**config.mk**
```make
export PLATFORM = sky130hd
export DESIGN_NAME = switch_top
export DESIGN_NICKNAME = d
export VERILOG_FILES = /design/src/source/switch_pkg.sv /design/src/source/egress_arbiter.sv /design/src/source/ingress_port.sv /design/src/source/switch_top.sv
export VERILOG_INCLUDE_DIRS = /design/src /design/src/include
export SDC_FILE = /design/constraint.sdc
export NUM_CORES = 2
export LEC_CHECK = 0
export ABC_AREA = 0
export BUFFER_PORTS_ARGS = -buffer_cell sky130_fd_sc_hd__clkbuf_2
export CORE_MARGIN = 8
export CORE_UTILIZATION = 65
export DETAILED_ROUTE_END_ITERATION = 10
export PLACE_DENSITY = 0.82
export SLEW_MARGIN = 20
export SYNTH_ARGS = -nofsm -noshare
export SYNTH_HDL_FRONTEND = slang
export SYNTH_HIERARCHICAL = 1
export SYNTH_SLANG_ARGS = --single-unit
```
**constraint.sdc**
```tcl
create_clock -name clk -period 6.4 [get_ports clk]
set_clock_uncertainty 0.15 [all_clocks]
set_input_delay 0.96 -clock clk [delete_from_list [all_inputs] [get_ports clk]]
set_output_delay 0.96 -clock clk [all_outputs]
set_load 0.02 [all_outputs]
```
**src/include/switch_cfg.svh**
```systemverilog
`ifndef SWITCH_CFG_SVH
`define SWITCH_CFG_SVH

// ---------------------------------------------------------------------------
// Switch ingress stage configuration
// ---------------------------------------------------------------------------

// Width of one packet word.
`define SW_DATA_W    16

// Payload words held per ingress port.
`define SW_BUF_DEPTH 64

// Index width into the port buffer, log2 of the depth.
`define SW_PTR_W     6

// Cycles from control word capture to the transfer request.
`define SW_CUT_DELAY 32

`endif

```
**src/source/switch_pkg.sv**
```systemverilog
`include "switch_cfg.svh"

package switch_pkg;

    typedef logic [`SW_DATA_W-1:0] data_t;
    typedef logic [3:0]            dest_t;
    typedef logic [2:0]            prior_t;      // Larger value wins.
    typedef logic [8:0]            pkt_len_t;    // Payload words, control word excluded.
    typedef logic [`SW_PTR_W-1:0]  buf_ptr_t;
    typedef logic [5:0]            delay_cnt_t;

    // -----------------------------------------------------------------------
    // Descriptors
    // -----------------------------------------------------------------------

    // Same bit layout as the control word on the write side.
    typedef struct packed {
        pkt_len_t length;    // Bits 15:7.
        prior_t   prior;     // Bits 6:4.
        dest_t    dest;      // Bits 3:0.
    } pkt_desc_t;

    typedef struct packed {
        pkt_desc_t desc;
        logic      src_port;
    } out_desc_t;

    // -----------------------------------------------------------------------
    // State machines
    // -----------------------------------------------------------------------

    typedef enum logic [2:0] {
        PORT_IDLE,
        PORT_HEADER,
        PORT_DELAY,
        PORT_REQ,
        PORT_XFER
    } port_state_t;

    typedef enum logic {
        ARB_IDLE,
        ARB_BUSY
    } arb_state_t;

endpackage

```
**src/source/egress_arbiter.sv**
```systemverilog
`timescale 1ns/1ps

module egress_arbiter (
    input  logic                  clk,
    input  logic                  rst,
    input  logic                  req_0,
    input  logic                  req_1,
    input  switch_pkg::pkt_desc_t desc_0,
    input  switch_pkg::pkt_desc_t desc_1,
    input  logic                  data_vld_0,
    input  logic                  data_vld_1,
    input  switch_pkg::data_t     data_0,
    input  switch_pkg::data_t     data_1,
    input  logic                  last_0,
    input  logic                  last_1,
    output logic                  xfer_stop_0,
    output logic                  xfer_stop_1,
    output logic                  out_new_packet,
    output switch_pkg::out_desc_t out_desc,
    output logic                  out_vld,
    output switch_pkg::data_t     out_data,
    output logic                  out_last
);

    import switch_pkg::*;

    arb_state_t state;
    logic       grant;       // Port being served.

    logic       pick_1;
    logic       start_pkt;
    logic       g_vld;
    logic       g_last;
    data_t      g_data;

    // -----------------------------------------------------------------------
    // Choice and grant mux
    // -----------------------------------------------------------------------

    // Port 0 wins on equal priority.
    assign pick_1 = req_1 && (!req_0 || (desc_1.prior > desc_0.prior));

    assign start_pkt = (state == ARB_IDLE) && (req_0 || req_1);

    assign g_vld  = grant ? data_vld_1 : data_vld_0;
    assign g_last = grant ? last_1     : last_0;
    assign g_data = grant ? data_1     : data_0;

    // -----------------------------------------------------------------------
    // Arbiter FSM
    // -----------------------------------------------------------------------

    always_ff @(posedge clk) begin
        if (rst) begin
            state          <= ARB_IDLE;
            grant          <= 1'b0;
            xfer_stop_0    <= 1'b1;
            xfer_stop_1    <= 1'b1;
            out_new_packet <= 1'b0;
            out_vld        <= 1'b0;
            out_last       <= 1'b0;
        end else begin
            out_new_packet <= 1'b0;
            out_vld        <= 1'b0;
            out_last       <= 1'b0;
            case (state)
                ARB_IDLE: begin
                    if (start_pkt) begin
                        state          <= ARB_BUSY;
                        grant          <= pick_1;
                        xfer_stop_0    <= pick_1;       // Loser keeps holding.
                        xfer_stop_1    <= !pick_1;
                        out_new_packet <= 1'b1;
                    end
                end

                ARB_BUSY: begin
                    out_vld  <= g_vld;
                    out_last <= g_vld && g_last;
                    // Release one cycle after the final word went out.
                    if (out_last) begin
                        state       <= ARB_IDLE;
                        xfer_stop_0 <= 1'b1;
                        xfer_stop_1 <= 1'b1;
                    end
                end

                default: begin
                    state <= ARB_IDLE;
                end
            endcase
        end
    end

    // -----------------------------------------------------------------------
    // Output payload registers
    // -----------------------------------------------------------------------

    always_ff @(posedge clk) begin
        if (start_pkt) begin
            out_desc.desc     <= pick_1 ? desc_1 : desc_0;
            out_desc.src_port <= pick_1;
        end
        if (g_vld) begin
            out_data <= g_data;
        end
    end

endmodule

```
**src/source/ingress_port.sv**
```systemverilog
`timescale 1ns/1ps
`include "switch_cfg.svh"

module ingress_port (
    input  logic                  clk,
    input  logic                  rst,
    input  logic                  wr_sop,
    input  logic                  wr_eop,
    input  logic                  wr_vld,
    input  switch_pkg::data_t     wr_data,
    input  logic                  xfer_stop,
    output logic                  req,
    output switch_pkg::pkt_desc_t desc,
    output logic                  data_vld,
    output switch_pkg::data_t     data,
    output logic                  last
);

    import switch_pkg::*;

    data_t       mem [`SW_BUF_DEPTH];
    buf_ptr_t    wr_ptr;
    buf_ptr_t    rd_ptr;
    logic        wr_open;        // Payload words of the current packet still arriving.

    port_state_t state;
    delay_cnt_t  delay_cnt;
    pkt_len_t    remain;         // Words left to send.

    pkt_desc_t   hdr;
    logic        hdr_take;
    logic        rd_take;

    assign hdr      = pkt_desc_t'(wr_data);
    assign hdr_take = (state == PORT_HEADER) && wr_vld;

    // Buffer is empty when the pointers meet; a packet never wraps onto itself.
    assign rd_take  = (state == PORT_XFER) && !xfer_stop && (rd_ptr != wr_ptr);

    assign req = (state == PORT_REQ);

    // -----------------------------------------------------------------------
    // Write side
    // -----------------------------------------------------------------------

    always_ff @(posedge clk) begin
        if (wr_vld && wr_open) begin
            mem[wr_ptr] <= wr_data;
        end
    end

    always_ff @(posedge clk) begin
        if (rst) begin
            wr_ptr  <= '0;
            wr_open <= 1'b0;
        end else begin
            if (hdr_take) begin
                wr_open <= 1'b1;
            end else if (wr_vld && wr_eop) begin
                wr_open <= 1'b0;   // Last payload word closes the packet.
            end
            if (wr_vld && wr_open) begin
                wr_ptr <= wr_ptr + 1'b1;
            end
        end
    end

    // Control word is held for the arbiter until the grant.
    always_ff @(posedge clk) begin
        if (hdr_take) begin
            desc <= hdr;
        end
    end

    // -----------------------------------------------------------------------
    // Port FSM: header capture, cut-through delay, request, transfer
    // -----------------------------------------------------------------------

    always_ff @(posedge clk) begin
        if (rst) begin
            state     <= PORT_IDLE;
            delay_cnt <= '0;
            remain    <= '0;
            rd_ptr    <= '0;
            data_vld  <= 1'b0;
            last      <= 1'b0;
        end else begin
            data_vld <= 1'b0;
            last     <= 1'b0;
            case (state)
                PORT_IDLE: begin
                    if (wr_sop) begin
                        state <= PORT_HEADER;
                    end
                end

                PORT_HEADER: begin
                    if (wr_vld) begin
                        state     <= PORT_DELAY;
                        delay_cnt <= '0;
                        remain    <= hdr.length;
                    end
                end

                PORT_DELAY: begin
                    delay_cnt <= delay_cnt + 1'b1;
                    if (delay_cnt == delay_cnt_t'(`SW_CUT_DELAY - 1)) begin
                        state <= PORT_REQ;   // Request rises SW_CUT_DELAY after capture.
                    end
                end

                PORT_REQ: begin
                    if (!xfer_stop) begin
                        state <= PORT_XFER;
                    end
                end

                PORT_XFER: begin
                    if (rd_take) begin
                        data_vld <= 1'b1;
                        rd_ptr   <= rd_ptr + 1'b1;
                        remain   <= remain - 1'b1;
                        if (remain == pkt_len_t'(1)) begin
                            last  <= 1'b1;
                            state <= PORT_IDLE;
                        end
                    end
                end

                default: begin
                    state <= PORT_IDLE;
                end
            endcase
        end
    end

    // Read data path.
    always_ff @(posedge clk) begin
        if (rd_take) begin
            data <= mem[rd_ptr];
        end
    end

endmodule

```
**src/source/switch_top.sv**
```systemverilog
`timescale 1ns/1ps

module switch_top (
    input  logic                  clk,
    input  logic                  rst,
    input  logic                  wr_sop_0,
    input  logic                  wr_eop_0,
    input  logic                  wr_vld_0,
    input  switch_pkg::data_t     wr_data_0,
    input  logic                  wr_sop_1,
    input  logic                  wr_eop_1,
    input  logic                  wr_vld_1,
    input  switch_pkg::data_t     wr_data_1,
    output logic                  out_new_packet,
    output switch_pkg::out_desc_t out_desc,
    output logic                  out_vld,
    output switch_pkg::data_t     out_data,
    output logic                  out_last
);

    import switch_pkg::*;

    logic      req_0;
    logic      req_1;
    pkt_desc_t desc_0;
    pkt_desc_t desc_1;
    logic      data_vld_0;
    logic      data_vld_1;
    data_t     data_0;
    data_t     data_1;
    logic      last_0;
    logic      last_1;
    logic      xfer_stop_0;
    logic      xfer_stop_1;

    // -----------------------------------------------------------------------
    // Ingress ports
    // -----------------------------------------------------------------------

    ingress_port port0_inst (
        .clk       (clk),
        .rst       (rst),
        .wr_sop    (wr_sop_0),
        .wr_eop    (wr_eop_0),
        .wr_vld    (wr_vld_0),
        .wr_data   (wr_data_0),
        .xfer_stop (xfer_stop_0),
        .req       (req_0),
        .desc      (desc_0),
        .data_vld  (data_vld_0),
        .data      (data_0),
        .last      (last_0)
    );

    ingress_port port1_inst (
        .clk       (clk),
        .rst       (rst),
        .wr_sop    (wr_sop_1),
        .wr_eop    (wr_eop_1),
        .wr_vld    (wr_vld_1),
        .wr_data   (wr_data_1),
        .xfer_stop (xfer_stop_1),
        .req       (req_1),
        .desc      (desc_1),
        .data_vld  (data_vld_1),
        .data      (data_1),
        .last      (last_1)
    );

    // Single output, one packet at a time.
    egress_arbiter arb_inst (
        .clk            (clk),
        .rst            (rst),
        .req_0          (req_0),
        .req_1          (req_1),
        .desc_0         (desc_0),
        .desc_1         (desc_1),
        .data_vld_0     (data_vld_0),
        .data_vld_1     (data_vld_1),
        .data_0         (data_0),
        .data_1         (data_1),
        .last_0         (last_0),
        .last_1         (last_1),
        .xfer_stop_0    (xfer_stop_0),
        .xfer_stop_1    (xfer_stop_1),
        .out_new_packet (out_new_packet),
        .out_desc       (out_desc),
        .out_vld        (out_vld),
        .out_data       (out_data),
        .out_last       (out_last)
    );

endmodule

```
### Word-level counts from Yosys, hierarchy flattened

Memory sizes are Yosys's and may differ from the RTL's. A register that Yosys moved wholly into a read port is not among the register bits.
Cells that the tools add are included.

* $add $sub $neg: 8
* magnitude comparators: 1
* eq/ne operators: 28
* mux-type cells: 48
* bitwise logic cells: 5
* reductions and logical operators: 43

Operator list (count)
* $add A6 B1 Y6 const B: 6
* $mux W3: 12
* $mux W9: 4
* $pmux W9 S2: 2
* $mux W16: 2
* $pmux W3 S5: 2
* $pmux W6 S2: 2
* $mux W1: 19
* $eq A9 B1 Y1 const B: 2
* $sub A9 B1 Y9 const B: 2
* $ne A2 B2 Y1 const B: 8
* $logic_and A1 B1 Y1: 13
* $eq A3 B2 Y1 const B: 4
* $eq A6 B5 Y1 const B: 2
* $mux W6: 2
* $ne A2 B1 Y1 const B: 6
* $ne A6 B6 Y1: 2
* $reduce_and A2 Y1: 6
* $reduce_and A6 Y1: 2
* $reduce_bool A2 Y1: 6
* $reduce_or A2 Y1: 4
* $eq A3 B1 Y1 const B: 2
* $eq A3 B3 Y1 const B: 2
* $logic_not A3 Y1: 2
* other kinds (7): 19

* register bits after elaboration: 138
* memory bits (writable): 2048
* input bits: 40
* output and inout port bits: 36
* word-level logic and storage cells: 169
* memories: 2

Memories
* port0_inst.mem: words 64, width 16, read ports 1, clocked after memory_dff 1, wr ports 1, line ingress_port.sv:21 `` data_t mem [`SW_BUF_DEPTH]; ``
* port1_inst.mem: words 64, width 16, read ports 1, clocked after memory_dff 1, wr ports 1, line ingress_port.sv:21

### Depth between registers and ports, before layout

* word-level depth: 7
* gate-level depth with buffers: 10
* gate-level depth less buffers: 7

### Cells and area by module

The synthesis kept the hierarchy.

By module, submodules not included
* ingress_port (port1_inst): times used 1, cells an instance 2113, area an instance 42365.6 um^2, seq. area each 32371.0 um^2
* ingress_port (port0_inst): times used 1, cells an instance 2118, area an instance 42284.3 um^2, seq. area each 32371.0 um^2
* egress_arbiter: times used 1, cells an instance 115, area an instance 1813.0 um^2, seq. area each 1131.1 um^2

### Least setup slack after synthesis

No wires, ideal clock.

* path type: input to register
* start: input port wr_vld_1
* end: memory port1_inst/mem[31][0] (netlist bit), enable pin
* library setup time: 0.390 ns
* arrival: 2.322 ns
* data required time: 5.860 ns
* slack: 3.538 ns
* stages on the path: 4
* buffers on the path: 1
* cells stage by stage: and3_1 -> clkbuf_1 -> nand3_1 -> nor2_1

* longest elaborated chain between the ends: 3

Ends and longest elaborated chain
* start, declared: line switch_top.sv:12 `input logic wr_vld_1,`
* $logic_and A1 B1 Y1: line ingress_port.sv:47 `if (wr_vld && wr_open) begin`
* $mux W1: line ingress_port.sv:47
* $mux W1 (not written as such): line ingress_port.sv:48 `mem[wr_ptr] <= wr_data;`
* end, declared: line ingress_port.sv:21

No other way between the ends.

### Worst setup path after layout

* start: register port0_inst.rd_ptr[0]
* end: register port0_inst.data[10], read port of port0_inst.mem, data pin

* longest elaborated chain between the ends: 2

Ends and longest elaborated chain
* start, declared: line ingress_port.sv:23 `buf_ptr_t rd_ptr;`
* start signal, assigned: line ingress_port.sv:121 `rd_ptr <= rd_ptr + 1'b1;`
* $ne A6 B6 Y1: line ingress_port.sv:38 `assign rd_take = (state == PORT_XFER) && !xfer_stop && (rd_ptr != wr_ptr);`
* $logic_and A1 B1 Y1: line ingress_port.sv:38
* end, declared: line ingress_port.sv:15 `output switch_pkg::data_t data,`

Parallel ways exist; a longest one is shown, timed or not.
A chain may end at the register's enable or synchronous reset.

==> out/qor.log <==
INFO  run_status     status=complete, no violations
INFO  pwr            cellLeakagePower=0.0292uW
INFO  synth          yosys_register_bits=2218
INFO  synth          netlist_area=86500squm
INFO  synth          netlist.area_leader.share=74.5%
INFO  synth          synth_ff_type=sky130_fd_sc_hd__edfxtp_1
INFO  clock_network  clk_latency=0.84ns
INFO  die            initial_utilization=65.1%
INFO  cells_and_area fillCellCount=7164
INFO  global_routing global_route_wire_length_before_repair=315mm
INFO  clock_network  clkTransAtPathRegs=0.06ns
INFO  setup_path     timing.critical_path.from_type=register
INFO  setup_path     worstReg2RegStart=port0_inst/rd_ptr[0]
INFO  cells_and_area fin_area=95700squm
INFO  synth          yosysTopAreaCell=sky130_fd_sc_hd__edfxtp_1
INFO  setup_path     slowest_delay=0.72ns
INFO  die            fp.dieW=381microns
INFO  detailed_routing met2_wirelength=103mm
INFO  clock_network  clock_tree.root_cell=sky130_fd_sc_hd__clkbuf_16
INFO  detailed_routing route.layer.met1.wl=74.9mm
INFO  timing         max_freq=255MHz
INFO  timing         worstMarginPinSlew=1.11ns
INFO  pwr            power.density_cell_area=297nW/um^2
INFO  detailed_routing route.antenna.remaining_nets=0
INFO  timing         layout_min_cycle_time=3.93ns
INFO  synth          synthCells=4346
INFO  clock_network  cts-root-to-sink-buffers=3
INFO  die            die_h=381microns
INFO  timing         finalWorstSetupSlack=2.47ns
INFO  setup_path     critPathSlowestCell=sky130_fd_sc_hd__dfxtp_4
INFO  detailed_routing topRoutingLayerUsed=met5
INFO  placed_design  placed_cells=6125
INFO  setup_path     worst-endpoint-required=6.76ns
INFO  global_routing pin_count_of_the_biggest_net_entering_global_routing=124
INFO  detailed_routing drc=0
INFO  timing         grt_setup_unrepaired=false
INFO  setup_path     critical_path.reg2reg.endpoint=port0_inst/data[10]
INFO  detailed_routing drtPass1Iterations=8
INFO  placed_design  place_ws=2.65ns
INFO  setup_path     arrival=4.28ns
INFO  clock_network  cts_post_setup_buffers_inserted=0
INFO  global_routing grt_pass1_vias=46000
INFO  cells_and_area most-common-layout-cells=sky130_fd_sc_hd__edfxtp_1, sky130_fd_sc_hd__mux2i_1, sky130_fd_sc_hd__mux4_2
INFO  timing         final-max-slew-violation-count=0
INFO  setup_path     ff2ff_path_depth=7
INFO  run            number_of_max_cap_violations=0
INFO  worst_hold_path worstHoldPathType=input pin to register
INFO  die            floorplan.io_pins=76
INFO  placed_design  postPlaceCellArea=89000squm
INFO  die            number_of_rows_in_the_core_area=134
INFO  detailed_routing route.vias.total=46400
INFO  detailed_routing route.met3.wl=29.3mm
INFO  cells_and_area drive_above_1_share=21.3%
INFO  worst_hold_path hold_depth=4
INFO  clock_network  cts_resized=0
INFO  synth          ys_types=70
INFO  die            design.die.area=145000squm
INFO  global_routing grt.total_usage=29.6%
INFO  timing         timing.max_slew.rel_slack=26.0%
INFO  synth          synthArstFlopShare=0%
INFO  detailed_routing vias_per_cell=7.13
INFO  synth          mappedNetlistNets=4399
INFO  placed_design  sum_of_net_half_perimeters_after_detailed_placement=119mm
INFO  clock_network  htreeDepth=4
INFO  cells_and_area final_net_count=4616
INFO  worst_hold_path worst_hold_startpoint=wr_eop_1
INFO  cells_and_area post-route-util=72.1%
INFO  setup_path     setup.worst_path.class=register to register
INFO  setup_path     crit_path_max_fanout=41
INFO  global_routing grt_antenna_before_repair=10
INFO  placed_design  io_buffer_count=75
INFO  cells_and_area layoutNonFillerInstCount=6510
INFO  clock_network  cts_inserted_buffers=204
INFO  pwr            ir_drop=308uV
INFO  detailed_routing routedWlPerCell=33.6microns
INFO  timing         fin_crit_sh=61.3%
INFO  synth          synth_edf_count=2145
INFO  worst_hold_path hold-path-endpoint=port1_inst/wr_open
INFO  die            core_area=133000squm
INFO  detailed_routing drt_iter0_markers=8215
INFO  clock_network  cts.sinks=2218
INFO  synth          synth_warnings=6
INFO  timing         setup-tns-final=0ns
INFO  cells_and_area final_common_cell=sky130_fd_sc_hd__edfxtp_1
INFO  placed_design  place_congestion=0.872
INFO  timing         setup_violations=0
INFO  global_routing grt_overflow=0
INFO  detailed_routing drt-total-wl=219mm
INFO  synth          biggest_area_contributors_in_the_synthesized_netlist=sky130_fd_sc_hd__edfxtp_1, sky130_fd_sc_hd__mux4_2, sky130_fd_sc_hd__mux2i_1
INFO  clock_network  cts_tree=built
INFO  cells_and_area syn_to_final_growth=10.7%
INFO  synth          synth_sequential_area_ratio=76.2%
INFO  synth          syn-mean-instance-area=19.9squm
INFO  setup_path     cp_cell_sequence=buf_4, and2_1, buf_4, a221oi_1, o21ai_0, a22o_1, a221oi_1
INFO  timing         report.final.hold_viol_count=0
INFO  setup_path     crit_path_end_kind=register
INFO  setup_path     regToRegSetupSlack=2.47ns
INFO  clock_network  hold_buffers=0
==> cell type report <==
class	count	area [sq um]	share of cell area, %
Antenna cell	4	10.0	0.0105
Clock buffer	256	5400	5.65
Clock inverter	125	1240	1.30
Inverter	26	97.6	0.102
Multi-Input combinational cell	1845	18900	19.8
Sequential cell	2218	65900	68.9
Tap cell	1768	2210	2.31
Timing Repair Buffer	268	1890	1.97
==> synth_stat cells (30+ instances only) <==
cell type                     n
sky130_fd_sc_hd__edfxtp_1  2145
sky130_fd_sc_hd__mux2_2      77
sky130_fd_sc_hd__nor2_1     208
sky130_fd_sc_hd__a21oi_1    105
sky130_fd_sc_hd__a221oi_1    63
sky130_fd_sc_hd__o22ai_1     98
sky130_fd_sc_hd__dfxtp_1     73
sky130_fd_sc_hd__nand3_1     30
sky130_fd_sc_hd__o221ai_1    56
sky130_fd_sc_hd__mux2i_1    367
sky130_fd_sc_hd__buf_2       79
sky130_fd_sc_hd__o21ai_0     45
sky130_fd_sc_hd__nand2_1     84
sky130_fd_sc_hd__buf_6       32
sky130_fd_sc_hd__clkbuf_1   100
sky130_fd_sc_hd__a211o_1     51
sky130_fd_sc_hd__mux4_2     326
==> state kept, by name, indices dropped and copies added, names as in the netlist, 9 cells and up <==
signal / cells
port1_inst/desc: 16
port0_inst/data: 16
port1_inst/data: 16
port0_inst/desc: 16
arb_inst/out_desc: 17
port1_inst/remain: 9
port1_inst/mem: 1024
port0_inst/mem: 1024
arb_inst/out_data: 16
port0_inst/remain: 9
==> worst max-delay path by stage <==
stage	from	to	slack [ns]	cells after the start
final	port0_inst/rd_ptr[0]	port0_inst/data[10]	2.47	7
after global placement	port0_inst/rd_ptr[0]	port0_inst/data[10]	2.68	7
after detailed placement	port0_inst/rd_ptr[0]	port0_inst/data[1]	2.65	7
after CTS	port0_inst/rd_ptr[0]	port0_inst/data[10]	2.60	7
after floorplan	wr_vld_1	port1_inst/mem[31][0]	3.54	4
after global routing	port0_inst/rd_ptr[2]	port0_inst/data[1]	2.45	6
==> per-stage QoR <==
| stage | hold WS [ns] | power, uW |
|---|---|---|
| CTS | 0.273 | 28500 |
| floorplan | 0.289 | 16400 |
| global placement | 0.302 | 16600 |
| finish | 0.328 | 28400 |
| global route | 0.337 | 29000 |
| detailed placement | 0.326 | 16700 |
==> power by group <==
group          leakage, uW  total [uW]  internal [uW]  switching, uW
clock              0.00324       12100           6740           5330
sequential          0.0199       16000          15900           25.2
combinational      0.00605         417           72.0            345
total               0.0292       28400          22700           5700
==> kinds of logic after synthesis <==
kind of cell | Yosys count | share of synthesized area, %
flops | 2218 | 76.2
xor+xnor | 22 | 0.223
mux | 790 | 14.2
compound gates | 580 | 4.86
buf+inv | 283 | 1.96
simple gates | 440 | 2.35
fa+ha+maj | 13 | 0.188
==> layer usage <==
metal,GRT usage (%),up-vias
met5,0,-
met4,13.0,6
met3,7.33,703
met2,46.3,3901
met1,40.2,23400
li1,-,18400
==> worst max-delay path, delay by kind of cell, from the launching register on <==
kind	cells	cell delay (ns)
AOI/OAI and AO/OA	4	1.05
buffers and inverters	2	1.03
DFF	1	0.72
and+or+nand+nor	1	0.61
No activity file was read; power rests on OpenSTA's default activity.
